<file path="src/wdata_pkg.sv">
// shared types for the write data generator; size codes 0 and 1 are treated as a full bus.
`default_nettype none

package wdata_pkg;

    // --------------------------------------------------
    // widths with a meaning.
    // --------------------------------------------------
    localparam int word_w        = 32;
    localparam int wrap_min_bits = 10;

    typedef logic [word_w-1:0] word_t;
    typedef logic [2:0]        size_t;
    typedef logic [7:0]        len_t;
    typedef logic [3:0]        wrap_len_t;

    typedef enum logic [1:0] {
        idle,
        bias,
        run,
        done
    } gen_state_t;

    // --------------------------------------------------
    // words moved per beat for an axi size code.
    // --------------------------------------------------
    function automatic int unsigned words_per_beat(size_t size, int unsigned bus_words);
        int unsigned k;
        if (size < 3'd2)
            k = bus_words;
        else
            k = 32'd1 << (size - 3'd2);
        // sizes wider than the bus send a full bus.
        if (k > bus_words)
            k = bus_words;
        return k;
    endfunction

endpackage

`default_nettype wire

</file>
<file path="src/wdata_ctrl.sv">
// run control for the generator; config must hold from start until the final beat is accepted.
`timescale 1ns/1ps
`default_nettype none

module wdata_ctrl
    import wdata_pkg::*;
#(
    parameter int count_w = 16
)
(
    input  wire                clk,
    input  wire                rst_n,
    input  wire                start,
    input  wire  [count_w-1:0] total_beats,
    input  wire  len_t         burst_len,
    input  wire                slot_free,
    output logic               load,
    output logic               beat_fire,
    output logic               advance,
    output logic               beat_last,
    output logic [4:0]         lane_idx
);

    gen_state_t         state;
    gen_state_t         state_nxt;
    logic [count_w-1:0] beat_cnt;
    len_t               burst_cnt;

    // --------------------------------------------------
    // state machine.
    // --------------------------------------------------
    always_ff @(posedge clk)
    begin
        if (!rst_n)
            state <= idle;
        else
            state <= state_nxt;
    end

    always_comb
    begin
        state_nxt = state;
        case (state)
            idle:
                if (start)
                    state_nxt = bias;
            bias:
                state_nxt = run;
            run:
                if (beat_cnt == '0)
                    state_nxt = done;
            done:
                state_nxt = idle;
            default:
                state_nxt = idle;
        endcase
    end

    assign load      = (state == bias);
    assign advance   = (state == run) && slot_free;
    assign beat_fire = advance && (beat_cnt != '0);
    assign beat_last = beat_fire && (burst_cnt == '0);

    // --------------------------------------------------
    // counters.
    // --------------------------------------------------
    always_ff @(posedge clk)
    begin
        if (!rst_n)
            beat_cnt <= '0;
        else if (load)
            beat_cnt <= total_beats;
        else if (beat_fire)
            beat_cnt <= beat_cnt - 1'b1;
    end

    // burst counter reloads once the last beat of a burst leaves.
    always_ff @(posedge clk)
    begin
        if (!rst_n)
            burst_cnt <= '0;
        else if (load || beat_last)
            burst_cnt <= burst_len;
        else if (beat_fire)
            burst_cnt <= burst_cnt - 1'b1;
    end

    // lane walk restarts on every burst.
    always_ff @(posedge clk)
    begin
        if (!rst_n)
            lane_idx <= '0;
        else if (load || beat_last)
            lane_idx <= '0;
        else if (beat_fire)
            lane_idx <= lane_idx + 1'b1;
    end

endmodule

`default_nettype wire

</file>
<file path="src/wdata_pattern.sv">
// incrementing 32-bit pattern; in wrap mode only the low 10+wrap_len bits count.
`timescale 1ns/1ps
`default_nettype none

module wdata_pattern
    import wdata_pkg::*;
#(
    parameter int data_w = 256
)
(
    input  wire            clk,
    input  wire            rst_n,
    input  wire            load,
    input  wire            advance,
    input  wire word_t     init_data,
    input  wire size_t     size,
    input  wire            wrap_mode,
    input  wire wrap_len_t wrap_len,
    output word_t          base
);

    localparam int unsigned bus_words = data_w / word_w;

    word_t step;
    word_t base_incr;
    word_t wrap_mask;
    word_t base_nxt;

    // --------------------------------------------------
    // next pattern value.
    // --------------------------------------------------
    always_comb
    begin
        step      = word_t'(words_per_beat(size, bus_words));
        base_incr = base + step;
        wrap_mask = (word_t'(1) << (wrap_min_bits + int'(wrap_len))) - word_t'(1);
        // upper bits stay those of the old base.
        if (wrap_mode)
            base_nxt = (base & ~wrap_mask) | (base_incr & wrap_mask);
        else
            base_nxt = base_incr;
    end

    always_ff @(posedge clk)
    begin
        if (!rst_n)
            base <= '0;
        else if (load)
            base <= init_data;
        else if (advance)
            base <= base_nxt;
    end

endmodule

`default_nettype wire

</file>
<file path="src/wdata_lane_mux.sv">
// places the word group on its lanes; data_w must be a power of two of at least 64.
`timescale 1ns/1ps
`default_nettype none

module wdata_lane_mux
    import wdata_pkg::*;
#(
    parameter int data_w = 256
)
(
    input  wire word_t          base,
    input  wire size_t          size,
    input  wire  [4:0]          lane_idx,
    output logic [data_w-1:0]   lane_data,
    output logic [data_w/8-1:0] lane_strb
);

    localparam int unsigned bus_words  = data_w / word_w;
    localparam int unsigned word_bytes = word_w / 8;

    // --------------------------------------------------
    // group select and fill.
    // --------------------------------------------------
    always_comb
    begin : lane_fill
        int unsigned k;
        int unsigned first;
        lane_data = '0;
        lane_strb = '0;
        k         = words_per_beat(size, bus_words);
        // group start, in words.
        first     = (int'(lane_idx) * k) % bus_words;
        for (int unsigned w = 0; w < bus_words; w++)
        begin
            if ((w >= first) && (w < first + k))
            begin
                lane_data[w*word_w +: word_w]         = base + word_t'(w - first);
                lane_strb[w*word_bytes +: word_bytes] = '1;
            end
        end
    end

endmodule

`default_nettype wire

</file>
<file path="src/wdata_out_stage.sv">
// one-beat output register; data, strobe and last hold while wvalid waits for wready.
`timescale 1ns/1ps
`default_nettype none

module wdata_out_stage #(
    parameter int data_w = 256
)
(
    input  wire                 clk,
    input  wire                 rst_n,
    input  wire                 beat_fire,
    input  wire  [data_w-1:0]   lane_data,
    input  wire  [data_w/8-1:0] lane_strb,
    input  wire                 beat_last,
    input  wire                 wready,
    output logic [data_w-1:0]   wdata,
    output logic [data_w/8-1:0] wstrb,
    output logic                wvalid,
    output logic                wlast,
    output logic                slot_free
);

    // slot frees as the held beat is taken.
    assign slot_free = !wvalid || wready;

    always_ff @(posedge clk)
    begin
        if (!rst_n)
            wvalid <= 1'b0;
        else if (beat_fire)
            wvalid <= 1'b1;
        else if (wready)
            wvalid <= 1'b0;
    end

    always_ff @(posedge clk)
    begin
        if (!rst_n)
        begin
            wdata <= '0;
            wstrb <= '0;
            wlast <= 1'b0;
        end
        else if (beat_fire)
        begin
            wdata <= lane_data;
            wstrb <= lane_strb;
            wlast <= beat_last;
        end
        // last drops with the beat it marked.
        else if (wready)
            wlast <= 1'b0;
    end

endmodule

`default_nettype wire

</file>
<file path="src/wdata_gen.sv">
// axi write data generator; config inputs stable from start to last accepted beat, start taken in idle.
`timescale 1ns/1ps
`default_nettype none

module wdata_gen
    import wdata_pkg::*;
#(
    parameter int data_w  = 256,
    parameter int count_w = 16
)
(
    input  wire                 clk,
    input  wire                 rst_n,
    input  wire                 start,
    input  wire  [count_w-1:0]  total_beats,
    input  wire size_t          size,
    input  wire len_t           burst_len,
    input  wire                 wrap_mode,
    input  wire wrap_len_t      wrap_len,
    input  wire word_t          init_data,
    input  wire                 wready,
    output logic [data_w-1:0]   wdata,
    output logic [data_w/8-1:0] wstrb,
    output logic                wvalid,
    output logic                wlast
);

    logic                load;
    logic                beat_fire;
    logic                advance;
    logic                beat_last;
    logic [4:0]          lane_idx;
    logic                slot_free;
    word_t               base;
    logic [data_w-1:0]   lane_data;
    logic [data_w/8-1:0] lane_strb;

    // --------------------------------------------------
    // control.
    // --------------------------------------------------
    wdata_ctrl #(
        .count_w     (count_w)
    ) wdata_ctrl_inst (
        .clk         (clk),
        .rst_n       (rst_n),
        .start       (start),
        .total_beats (total_beats),
        .burst_len   (burst_len),
        .slot_free   (slot_free),
        .load        (load),
        .beat_fire   (beat_fire),
        .advance     (advance),
        .beat_last   (beat_last),
        .lane_idx    (lane_idx)
    );

    // --------------------------------------------------
    // data path.
    // --------------------------------------------------
    wdata_pattern #(
        .data_w    (data_w)
    ) wdata_pattern_inst (
        .clk       (clk),
        .rst_n     (rst_n),
        .load      (load),
        .advance   (advance),
        .init_data (init_data),
        .size      (size),
        .wrap_mode (wrap_mode),
        .wrap_len  (wrap_len),
        .base      (base)
    );

    wdata_lane_mux #(
        .data_w    (data_w)
    ) wdata_lane_mux_inst (
        .base      (base),
        .size      (size),
        .lane_idx  (lane_idx),
        .lane_data (lane_data),
        .lane_strb (lane_strb)
    );

    wdata_out_stage #(
        .data_w    (data_w)
    ) wdata_out_stage_inst (
        .clk       (clk),
        .rst_n     (rst_n),
        .beat_fire (beat_fire),
        .lane_data (lane_data),
        .lane_strb (lane_strb),
        .beat_last (beat_last),
        .wready    (wready),
        .wdata     (wdata),
        .wstrb     (wstrb),
        .wvalid    (wvalid),
        .wlast     (wlast),
        .slot_free (slot_free)
    );

endmodule

`default_nettype wire

</file>
<file path="config.mk">
export PLATFORM = sky130hd
export DESIGN_NAME = wdata_gen
export DESIGN_NICKNAME = d
export VERILOG_FILES = /design/src/wdata_pkg.sv /design/src/wdata_ctrl.sv /design/src/wdata_pattern.sv /design/src/wdata_lane_mux.sv /design/src/wdata_out_stage.sv /design/src/wdata_gen.sv
export SDC_FILE = /design/constraint.sdc
export NUM_CORES = 1
export LEC_CHECK = 0
export ABC_AREA = 0
export BUFFER_PORTS_ARGS = -buffer_cell sky130_fd_sc_hd__buf_2
export CORE_MARGIN = 2
export CORE_UTILIZATION = 25
export DETAILED_ROUTE_END_ITERATION = 6
export GPL_TIMING_DRIVEN = 0
export REMOVE_ABC_BUFFERS = 1
export SYNTH_ARGS = -nofsm -noshare
export SYNTH_HDL_FRONTEND = slang
export SYNTH_SLANG_ARGS = --single-unit
</file>
<file path="constraint.sdc">
create_clock -name clk -period 10 [get_ports clk]
set_input_delay 1.5 -clock clk [delete_from_list [all_inputs] [get_ports clk]]
set_output_delay 1.5 -clock clk [all_outputs]
set_load 0.05 [all_outputs]
</file>
Yosys cells after proc, flatten, opt, wreduce, memory -nomap -nowiden --
Index checks and enable logic that the tools add are counted.
Word-level totals: register bits 353, output and inout port bits 290, word-level logic and storage cells 119
Cells by class: $add $sub $neg 24, $mul 1, $lt $le $gt $ge 18, equality and inequality tests 5, shift-type cells 2, multiplexer cells 31, bitwise gates (word level) 5, reduce and logical (&&, ||, !) cells 24
Operators with widths (count):
- 32-bit 2-to-1 mux | 13
- 32-bit adder | 9
- 3-bit by 32-bit < comparator with 1-bit output (first input constant) | 4
- 32-bit AND | 2
- 1-bit by 32-bit < comparator with 1-bit output (first input constant) | 2
- 2-bit by 32-bit < comparator with 1-bit output (first input constant) | 2
- 3-bit by 32-bit adder with 32-bit output | 1
- 32-bit by 4-bit greater-than comparator with 1-bit output (second input constant) | 1
- 5-bit by 32-bit multiplier with 3-bit output | 1
- 16-bit 2-to-1 mux | 2
- 4-bit 2-to-1 mux | 8
- 32-bit inverter | 1
- 32-bit bitwise OR | 1
- 1-bit by 3-bit left shift with 32-bit output (first input constant) | 1
- 1-bit by 32-bit left shift with 32-bit output (first input constant) | 1
- 32-bit by 1-bit subtractor with 32-bit output (second input constant) | 1
- 16-bit logical NOT | 1
- 8-bit 2-to-1 mux | 2
- 16-bit nonzero test | 1
- 16-bit by 1-bit subtractor with 16-bit output (second input constant) | 1
- 3-bit by 3-bit subtractor with 4-bit output (first input constant) | 4
- 3-bit greater-or-equal comparator (first input constant) | 4
- 1-bit logical AND | 11
- 8-bit logical NOT | 1
- 23 further kinds | 35

Logic depth before layout (Yosys ltp) --
Gate-level depths: netlist (run 1).
word-level depth 11, depth in mapped cells 24, depth with buffers taken out 23

Modules after synthesis --
A second synthesis (run 1) with hierarchy kept.
Unflattened totals: cell total of the unflattened synthesis 3542, area total of the unflattened synthesis 29235.5 um^2
Modules (own cells, without submodules):
- wdata_lane_mux | instances 1, cells an instance 1925, area each 12853.6 um^2
- wdata_out_stage | instances 1, cells an instance 936, area each 11303.3 um^2
- wdata_pattern | instances 1, cells an instance 458, area each 3265.6 um^2
- wdata_ctrl | instances 1, cells an instance 223, area each 1813.0 um^2

Worst setup path before layout (run 1) --
Ideal clock, no wire load.
kind input to register, from input port size[1], to register wdata_out_stage_inst.wdata[223], setup time 0.126 ns, data arrival time 9.152 ns, path slack 0.722 ns, stages 23, buffers on the path 1, cell sequence clkbuf_2 inv_1 ha_1 or2_0 or3_4 inv_1 and2_1 ha_1 xnor2_1 inv_1 ha_1 a21boi_0 ha_1 a21oi_1 o21ai_1 o41ai_2 or4b_1 o21ai_2 o22ai_1 a311o_1 o31ai_1 mux2i_1 nand4_1
On the way: cells in the longest elaborated chain, start to end 10, elaborated cells on any way between the ends 14
RTL lines:
- start: declaration | line wdata_gen.sv:16 | input wire size_t size,
- 3-bit by 2-bit subtractor with 3-bit output | line wdata_pkg.sv:32 | k = 32'd1 << (size - 3'd2);
- 1-bit by 3-bit left shift with 32-bit output | line wdata_pkg.sv:32
- 32-bit 2-to-1 mux (*) | line wdata_pkg.sv:29 | if (size < 3'd2)
- 32-bit by 4-bit greater-than comparator with 1-bit output | line wdata_pkg.sv:34 | if (k > bus_words)
- 32-bit 2-to-1 mux (*) | line wdata_pkg.sv:34
- 5-bit by 32-bit multiplier with 3-bit output | line wdata_lane_mux.sv:32 | first = (int'(lane_idx) * k) % bus_words;
- 3-bit by 32-bit adder with 32-bit output | line wdata_lane_mux.sv:35 | if ((w >= first) && (w < first + k))
- 3-bit by 32-bit < comparator with 1-bit output | line wdata_lane_mux.sv:35
- 1-bit logical AND | line wdata_lane_mux.sv:35
- 32-bit 2-to-1 mux (*) | line wdata_lane_mux.sv:35
- end signal: assignment | line wdata_out_stage.sv:46 | wdata <= lane_data;
- end: declaration | line wdata_out_stage.sv:16 | output logic [data_w-1:0] wdata,
Every way passes the cells marked *; elsewhere a longest branch is shown, timed or not. A chain may end at the register's enable or synchronous reset.

Worst setup path after layout (run 1) --
Same ends and word-level chain as after synthesis.

==> impl_metrics.yaml, run 1 <==
synth:
  synth-async-reset-ratio_pct: 0
  netlist.area_leader.share_pct: 26.85
  synth.area.top_cells: "dfxtp_1 (27%), ha_1 (12%), nor2_1 (5.7%), a21oi_1 (5.6%), xnor2_1 (5.4%)"
  synth_top_area_cell: "dfxtp_1"
  syn_area_mm2: 0.02438
  synth_edf_count: 0
  syn_inst: 3113
  synth_cell_type_count: 87
  ys_ff_latch: 327
  synthFlopType: "dfxtp_1"
  ys.warnings.count: 0
  ys_seq_area_share_pct: 26.85
  syn-mean-instance-area_um2: 7.832
finish:
  layout_commonest_cell: "nor2_1"
  nFillCells: 10380
  final_cell_mix: "nor2_1 (369), buf_2 (357), dfxtp_1 (327), nand2_1 (280), a21oi_1 (272)"
  utilization_pct: 30.03
  area_delta_synth_final_pct: 19.11
  drive_gt1_share_pct: 14.93
  nNetsFinal: 3703
  final_cell_count_no_fill: 4697
power_and_ir_drop:
  switching_share_pct: 47.73
  p_int_w: 0.003453
  p_sw_w: 0.003154
  power_density_mw_per_mm2: 227.5
  leakagePower_nw: 13.14
  clkPwrFrac_pct: 25.5
  vdd_drop_max_mv: 0.1691
  p_comb_share_pct: 45.0
  power_frac_seq_pct: 29.5
global_route:
  grt_max_degree: 117
  grt_pass1_wl_um: 142300
  grt_usage_pct: 18.89
  grt_overflow_total: 0
  grt_pass1_vias: 22470
  antenna_found_initial: 23
timing:
  relSlewSlack_pct: 6.569
  worst_pin_slew_ps: 1401
  period_needed_ps: 8651
  period_share_pct: 86.51
  timing_hold_violations_final: 0
  skew_ps: 21.37
  slew_violations: 0
  setup_viol: 0
  clock.fmax_ghz: 0.1156
  rsz0062_at_grt: "false"
die:
  die_x_um: 316.3
  rows: 114
  chipHeight_um: 316.3
  core-area_mm2: 0.09671
  ioPinCount: 358
  start_util_pct: 25.21
  design.die.area_mm2: 0.1000
setup_path:
  endpoint_kind: "flip-flop"
  crit_top_cell: "ha_1"
  worstSetupPathType: "primary input to flip-flop"
  path_max_fanout: 34
  crit_slowest_cell: "ha_1"
  cp.arrival_ps: 9150
  cpPeakStageDelay_ps: 1270
  crit_chain: "buf_2, inv_1, ha_1, or2_0, or3_4, inv_1, and2_1, ha_1, xnor2_1, inv_1, ha_1, a21boi_4, buf_12, ha_1, a21oi_1, o21ai_1, o41ai_2, or4b_1, o21ai_2, o22ai_1, a311o_1, o31ai_1, mux2i_1, nand4_1"
  crit_buf_inv: 5
  critPathTopFamily: "compound AO/OA/AOI/OAI gates"
  critical_path_required_ps: 10500
  startpoint_type: "primary input"
clocking:
  cts_tree: "built"
  htree_levels: 2
  cts_root_buffer: "clkbuf_16"
  cts_sinks: 327
  cts_resized: 0
  clock_latency_ps: 620
  cts_max_path_buffers: 3
  cts_hold_buf: 0
  cts_buffers: 45
  post_cts_buffers: 0
  clk_pin_slew_ps: 50
detailed_routing:
  drt_iter0_markers: 1529
  vias: 24290
  postRouteAntennaNets: 0
  dr.pass1.iters: 6
  post_drt_wl_per_cell_um: 20.90
  avgViaCountPerCell: 5.171
  drcViolationCount: 0
  totalWireLength_um: 98160
worst_hold_path:
  hp-class: "flip-flop to flip-flop"
place:
  hpwl_um: 70950
  dpl.cell_count: 4614
  gp_congestion: 0.9111
  port_buffers: 357
flow_run:
  drv_cap: 0
run_status:
  status: "completed"
==> layout make-up <==
class	instances	area, um2	share of cell area [%]
multi-input cells	2547	16930	58.29
clock inverters	21	250.2	0.8617
diodes	6	15.01	0.05170
well taps	1276	1597	5.498
clock buffers	56	1250	4.304
repair buffers	374	2110	7.264
inverters	90	345.3	1.189
flip-flops and latches	327	6546	22.54
==> cell families (layout without fill, tap and decap cells) <==
family / Yosys count / after routing / share of synthesized area [%]
other cells: 0 / 6 / 0
mux: 13 / 13 / 0.5542
simple gates: 981 / 981 / 18.11
flops: 327 / 327 / 26.85
fa+ha+maj: 250 / 250 / 13.05
xor+xnor: 248 / 248 / 8.909
compound gates: 1055 / 1055 / 28.37
buf+inv: 239 / 541 / 4.157
==> layer usage <==
| metal | part of all wire (%) | wire (um) | GRT usage (%) | vias to the layer above |
|---|---|---|---|---|
| met3 | 9.1 | 8939 | 6.017 | 162 |
| li1 | - | - | - | 11910 |
| met4 | 3.7 | 3650 | 7.290 | 28 |
| met2 | 45 | 43960 | 30.47 | 737 |
| met1 | 42 | 41430 | 23.39 | 11450 |
| met5 | 0.18 | 179 | 0 | - |
==> registers in the layout (all words and copies together), names as in the netlist, named ones only <==
signal,flops
wdata_out_stage_inst.wvalid,1
wdata_out_stage_inst.wlast,1
wdata_ctrl_inst.state,2
wdata_ctrl_inst.lane_idx,3
wdata_ctrl_inst.beat_cnt,16
wdata_ctrl_inst.burst_cnt,8
wdata_out_stage_inst.wdata,256
wdata_out_stage_inst.wstrb,8
==> synth_stat cells, drive strengths merged, types with 6 or more instances <==
cell type and n:
ha 243, o21a 42, a31o 7, nand3 48
a22o 9, clkbuf 96, xnor2 149, nor3 65
o21ai 221, a32oi 15, a221oi 12, o211ai 10
o22ai 9, nor4 21, buf 53, and3 31
o31a 6, a21o 93, xor2 99, or3 17
nor2 371, a21boi 7, mux2i 9, nand3b 6
a22oi 149, nand2b 42, a21oi 276, or2 14
o21bai 34, a31oi 28, inv 90, a211o 12
nor2b 28, nand4 25, o41ai 8, dfxtp 327
and2 18, o31ai 11, nand2 282, fa 7
a211oi 43, a311oi 14, a2111oi 6
==> through the flow <==
step           area [um2]  setup slack (ps)  setup TNS (ps)  total power, W  hold slack, ps
6_report            29040              1349               0        0.006607           445.0
5_1_grt             29030             750.1               0        0.007016           471.0
4_1_cts             29020              1361               0        0.006683           449.7
3_5_place_dp        27520             720.9               0        0.004949           437.2
3_3_place_gp        27090            -10580        -1272410        0.004838           432.5
2_1_floorplan       23710             890.2               0        0.003784           457.0
==> worst register-to-register path, cell delays in order, from the launching register on <==
cell	delay (ps)
dfxtp_1	330
mux2_2	270
a22oi_1	140
nor2_1	80
xnor2_1	860
inv_1	960
ha_1	1000
a21boi_4	360
buf_12	180
ha_1	410
a21oi_1	150
o21ai_1	110
o41ai_2	280
or4b_1	500
o21ai_2	230
o22ai_1	200
a311o_1	380
o31ai_1	290
mux2i_1	240
nand4_1	100
==> path summary, 6_finish.rpt <==
kind,start,endpoint,slack [ps],cells after the start
hold reg to reg,wdata_out_stage_inst.wdata[94]$_SDFFE_PN0P_,wdata_out_stage_inst.wdata[94]$_SDFFE_PN0P_,450,2
hold / removal,wdata_out_stage_inst.wdata[94]$_SDFFE_PN0P_,wdata_out_stage_inst.wdata[94]$_SDFFE_PN0P_,450,2
setup / recovery,size[1],wdata_out_stage_inst.wdata[223]$_SDFFE_PN0P_,1350,24
setup reg to reg,wdata_ctrl_inst.lane_idx[1]$_SDFFE_PP0P_,wdata_out_stage_inst.wdata[223]$_SDFFE_PN0P_,2810,19
==> power groups by stage <==
stage / Sequential, W / Clock, W / Combinational [W]
global route: 0.00198 / 0.00179 / 0.00325
global placement: 0.00198 / 0 / 0.00285
finish: 0.00195 / 0.00168 / 0.00297
floorplan: 0.00208 / 0 / 0.00170
CTS: 0.00196 / 0.00174 / 0.00298
detailed placement: 0.00199 / 0 / 0.00296
No activity file was read; power rests on OpenSTA's default activity.
==> run 2: changes to the inputs <==
CORE_UTILIZATION = 58   (was 25)
PLACE_DENSITY = 0.81   (was unset)
REMOVE_ABC_BUFFERS = unset   (was 1)
==> impl_metrics.yaml, run 2 (synthesized netlist as in run 1, its figures left out) <==
finish:
  regMostFlops: "wdata_out_stage_inst.wdata"
  area_delta_synth_final_pct: 15.65
  drive_gt1_share_pct: 14.51
  nNetsFinal: 3826
  final_cell_mix: "buf_2 (375), nor2_1 (371), dfxtp_1 (327), nand2_1 (280), a21oi_1 (273)"
  top_regs: "wdata_out_stage_inst.wdata (256), wdata_ctrl_inst.beat_cnt (16)"
  nFillCells: 3522
  multiInputGateArea_mm2: 0.01685
  seq_area_mm2: 0.006546
  largest_register_ffs: 256
  layout_commonest_cell: "buf_2"
timing:
  rsz0062_at_grt: "false"
  period_share_pct: 93.43
  timing_hold_violations_final: 0
  slew_violations: 0
  skew_ps: 24.23
  clock.fmax_ghz: 0.1070
  period_needed_ps: 9343
  fin_hold_ws_ps: 441.6
  relSlewSlack_pct: 0.3363
  worst_pin_slew_ps: 1495
  setup_viol: 0
die:
  die_x_um: 209.0
  start_util_pct: 58.39
  ioPinCount: 358
  chipHeight_um: 209.0
  core-area_mm2: 0.04176
  rows: 75
  design.die.area_mm2: 0.04369
synth:
  syn_nets: 3431
global_route:
  grt_pass1_vias: 24390
  grt_usage_pct: 40.97
  grt_max_degree: 35
  grt_overflow_total: 0
  grt_pass1_wl_um: 138700
  antenna_found_initial: 2
power_and_ir_drop:
  leakagePower_nw: 13.22
  power_density_mw_per_mm2: 231.7
  vdd_drop_max_mv: 0.2123
  power.total_w: 0.006532
place:
  gp_congestion: 0.9923
  port_buffers: 355
  hpwl_um: 68680
setup_path:
  endpoint_kind: "flip-flop"
  path_max_fanout: 34
  startpoint_type: "primary input"
  cp.arrival_ps: 9800
  worstSetupPathType: "primary input to flip-flop"
  critical_path_required_ps: 10460
detailed_routing:
  totalWireLength_um: 93050
  postRouteAntennaNets: 0
  vias: 26170
  dr.pass1.iters: 6
  post_drt_wl_per_cell_um: 22.83
  drt_iter0_markers: 2564
  drcViolationCount: 0
  avgViaCountPerCell: 6.421
clocking:
  clk_pin_slew_ps: 60
  cts_tree: "built"
  cts_sinks: 327
  cts_resized: 0
  cts_buffers: 38
  cts_hold_buf: 0
  clock_latency_ps: 590
  cts_root_buffer: "clkbuf_16"
  post_cts_buffers: 0
  htree_levels: 2
  cts_max_path_buffers: 3
flow_run:
  drv_cap: 1
worst_hold_path:
  hp-class: "flip-flop to flip-flop"
run_status:
  violations: "max-capacitance violations"
  status: "complete, but fails checks"
## run 2: path summary, 6_finish.rpt
path / from / endpoint / slack (ps) / cells after the start
min reg2reg: wdata_out_stage_inst.wdata[187]$_SDFFE_PN0P_ / wdata_out_stage_inst.wdata[187]$_SDFFE_PN0P_ / 440 / 2
min: wdata_out_stage_inst.wdata[187]$_SDFFE_PN0P_ / wdata_out_stage_inst.wdata[187]$_SDFFE_PN0P_ / 440 / 2
max: size[1] / wdata_out_stage_inst.wdata[223]$_SDFFE_PN0P_ / 660 / 24
max reg2reg: wdata_ctrl_inst.lane_idx[0]$_SDFFE_PP0P_ / wdata_out_stage_inst.wdata[223]$_SDFFE_PN0P_ / 2300 / 18
## run 2: worst max-delay path, stage by stage
cell      delay, ps
buf_2           150
clkbuf_2        200
inv_1            80
ha_1            220
or2_0           250
or3_4           410
inv_1           130
and2_1          150
ha_1            150
xnor2_1         320
inv_1          1050
ha_1           1210
a21boi_4        950
ha_1            440
a21oi_1         150
o21ai_1         120
o41ai_2         290
or4b_1          510
o21ai_2         220
o22ai_1         200
a311o_1         380
o31ai_1         310
mux2i_1         240
nand4_1         110
## run 2: report_power, final
| group | switching [W] | total [W] | internal [W] |
|---|---|---|---|
| Sequential | 0.000467 | 0.00194 | 0.00148 |
| Combinational | 0.00211 | 0.00308 | 0.000966 |
| Clock | 0.000610 | 0.00151 | 0.000900 |
## run 2: layer usage
layer	vias up	wire length [um]	GRT usage, %
met4	0	7674	29.46
met1	12260	36070	50.17
met3	362	8916	8.416
met2	1430	40390	64.23
li1	12120	-	-
met5	-	0	0
## run 2: through the flow
step	instances	TNS, ps	setup slack, ps	area, um2	util [%]
4_1_cts	4074	0	922.5	28190	67.51
3_5_place_dp	4007	0	411.1	26870	64.34
5_1_grt	4074	0	139.6	28190	67.51
3_3_place_gp	4007	-27000	-1800	26830	64.25
2_1_floorplan	3113	0	721.7	24380	-
6_report	4076	0	656.6	28200	67.52
## run 2: cell type report
class	instances	area share [%]
multi-input combinational	2547	59.78
tap	539	2.392
antenna	2	0.01775
sequential	327	23.22
clock buffer	53	3.892
clock inverter	14	0.8076
timing repair buffer	355	6.301
buffer	149	2.396
inverter	90	1.198
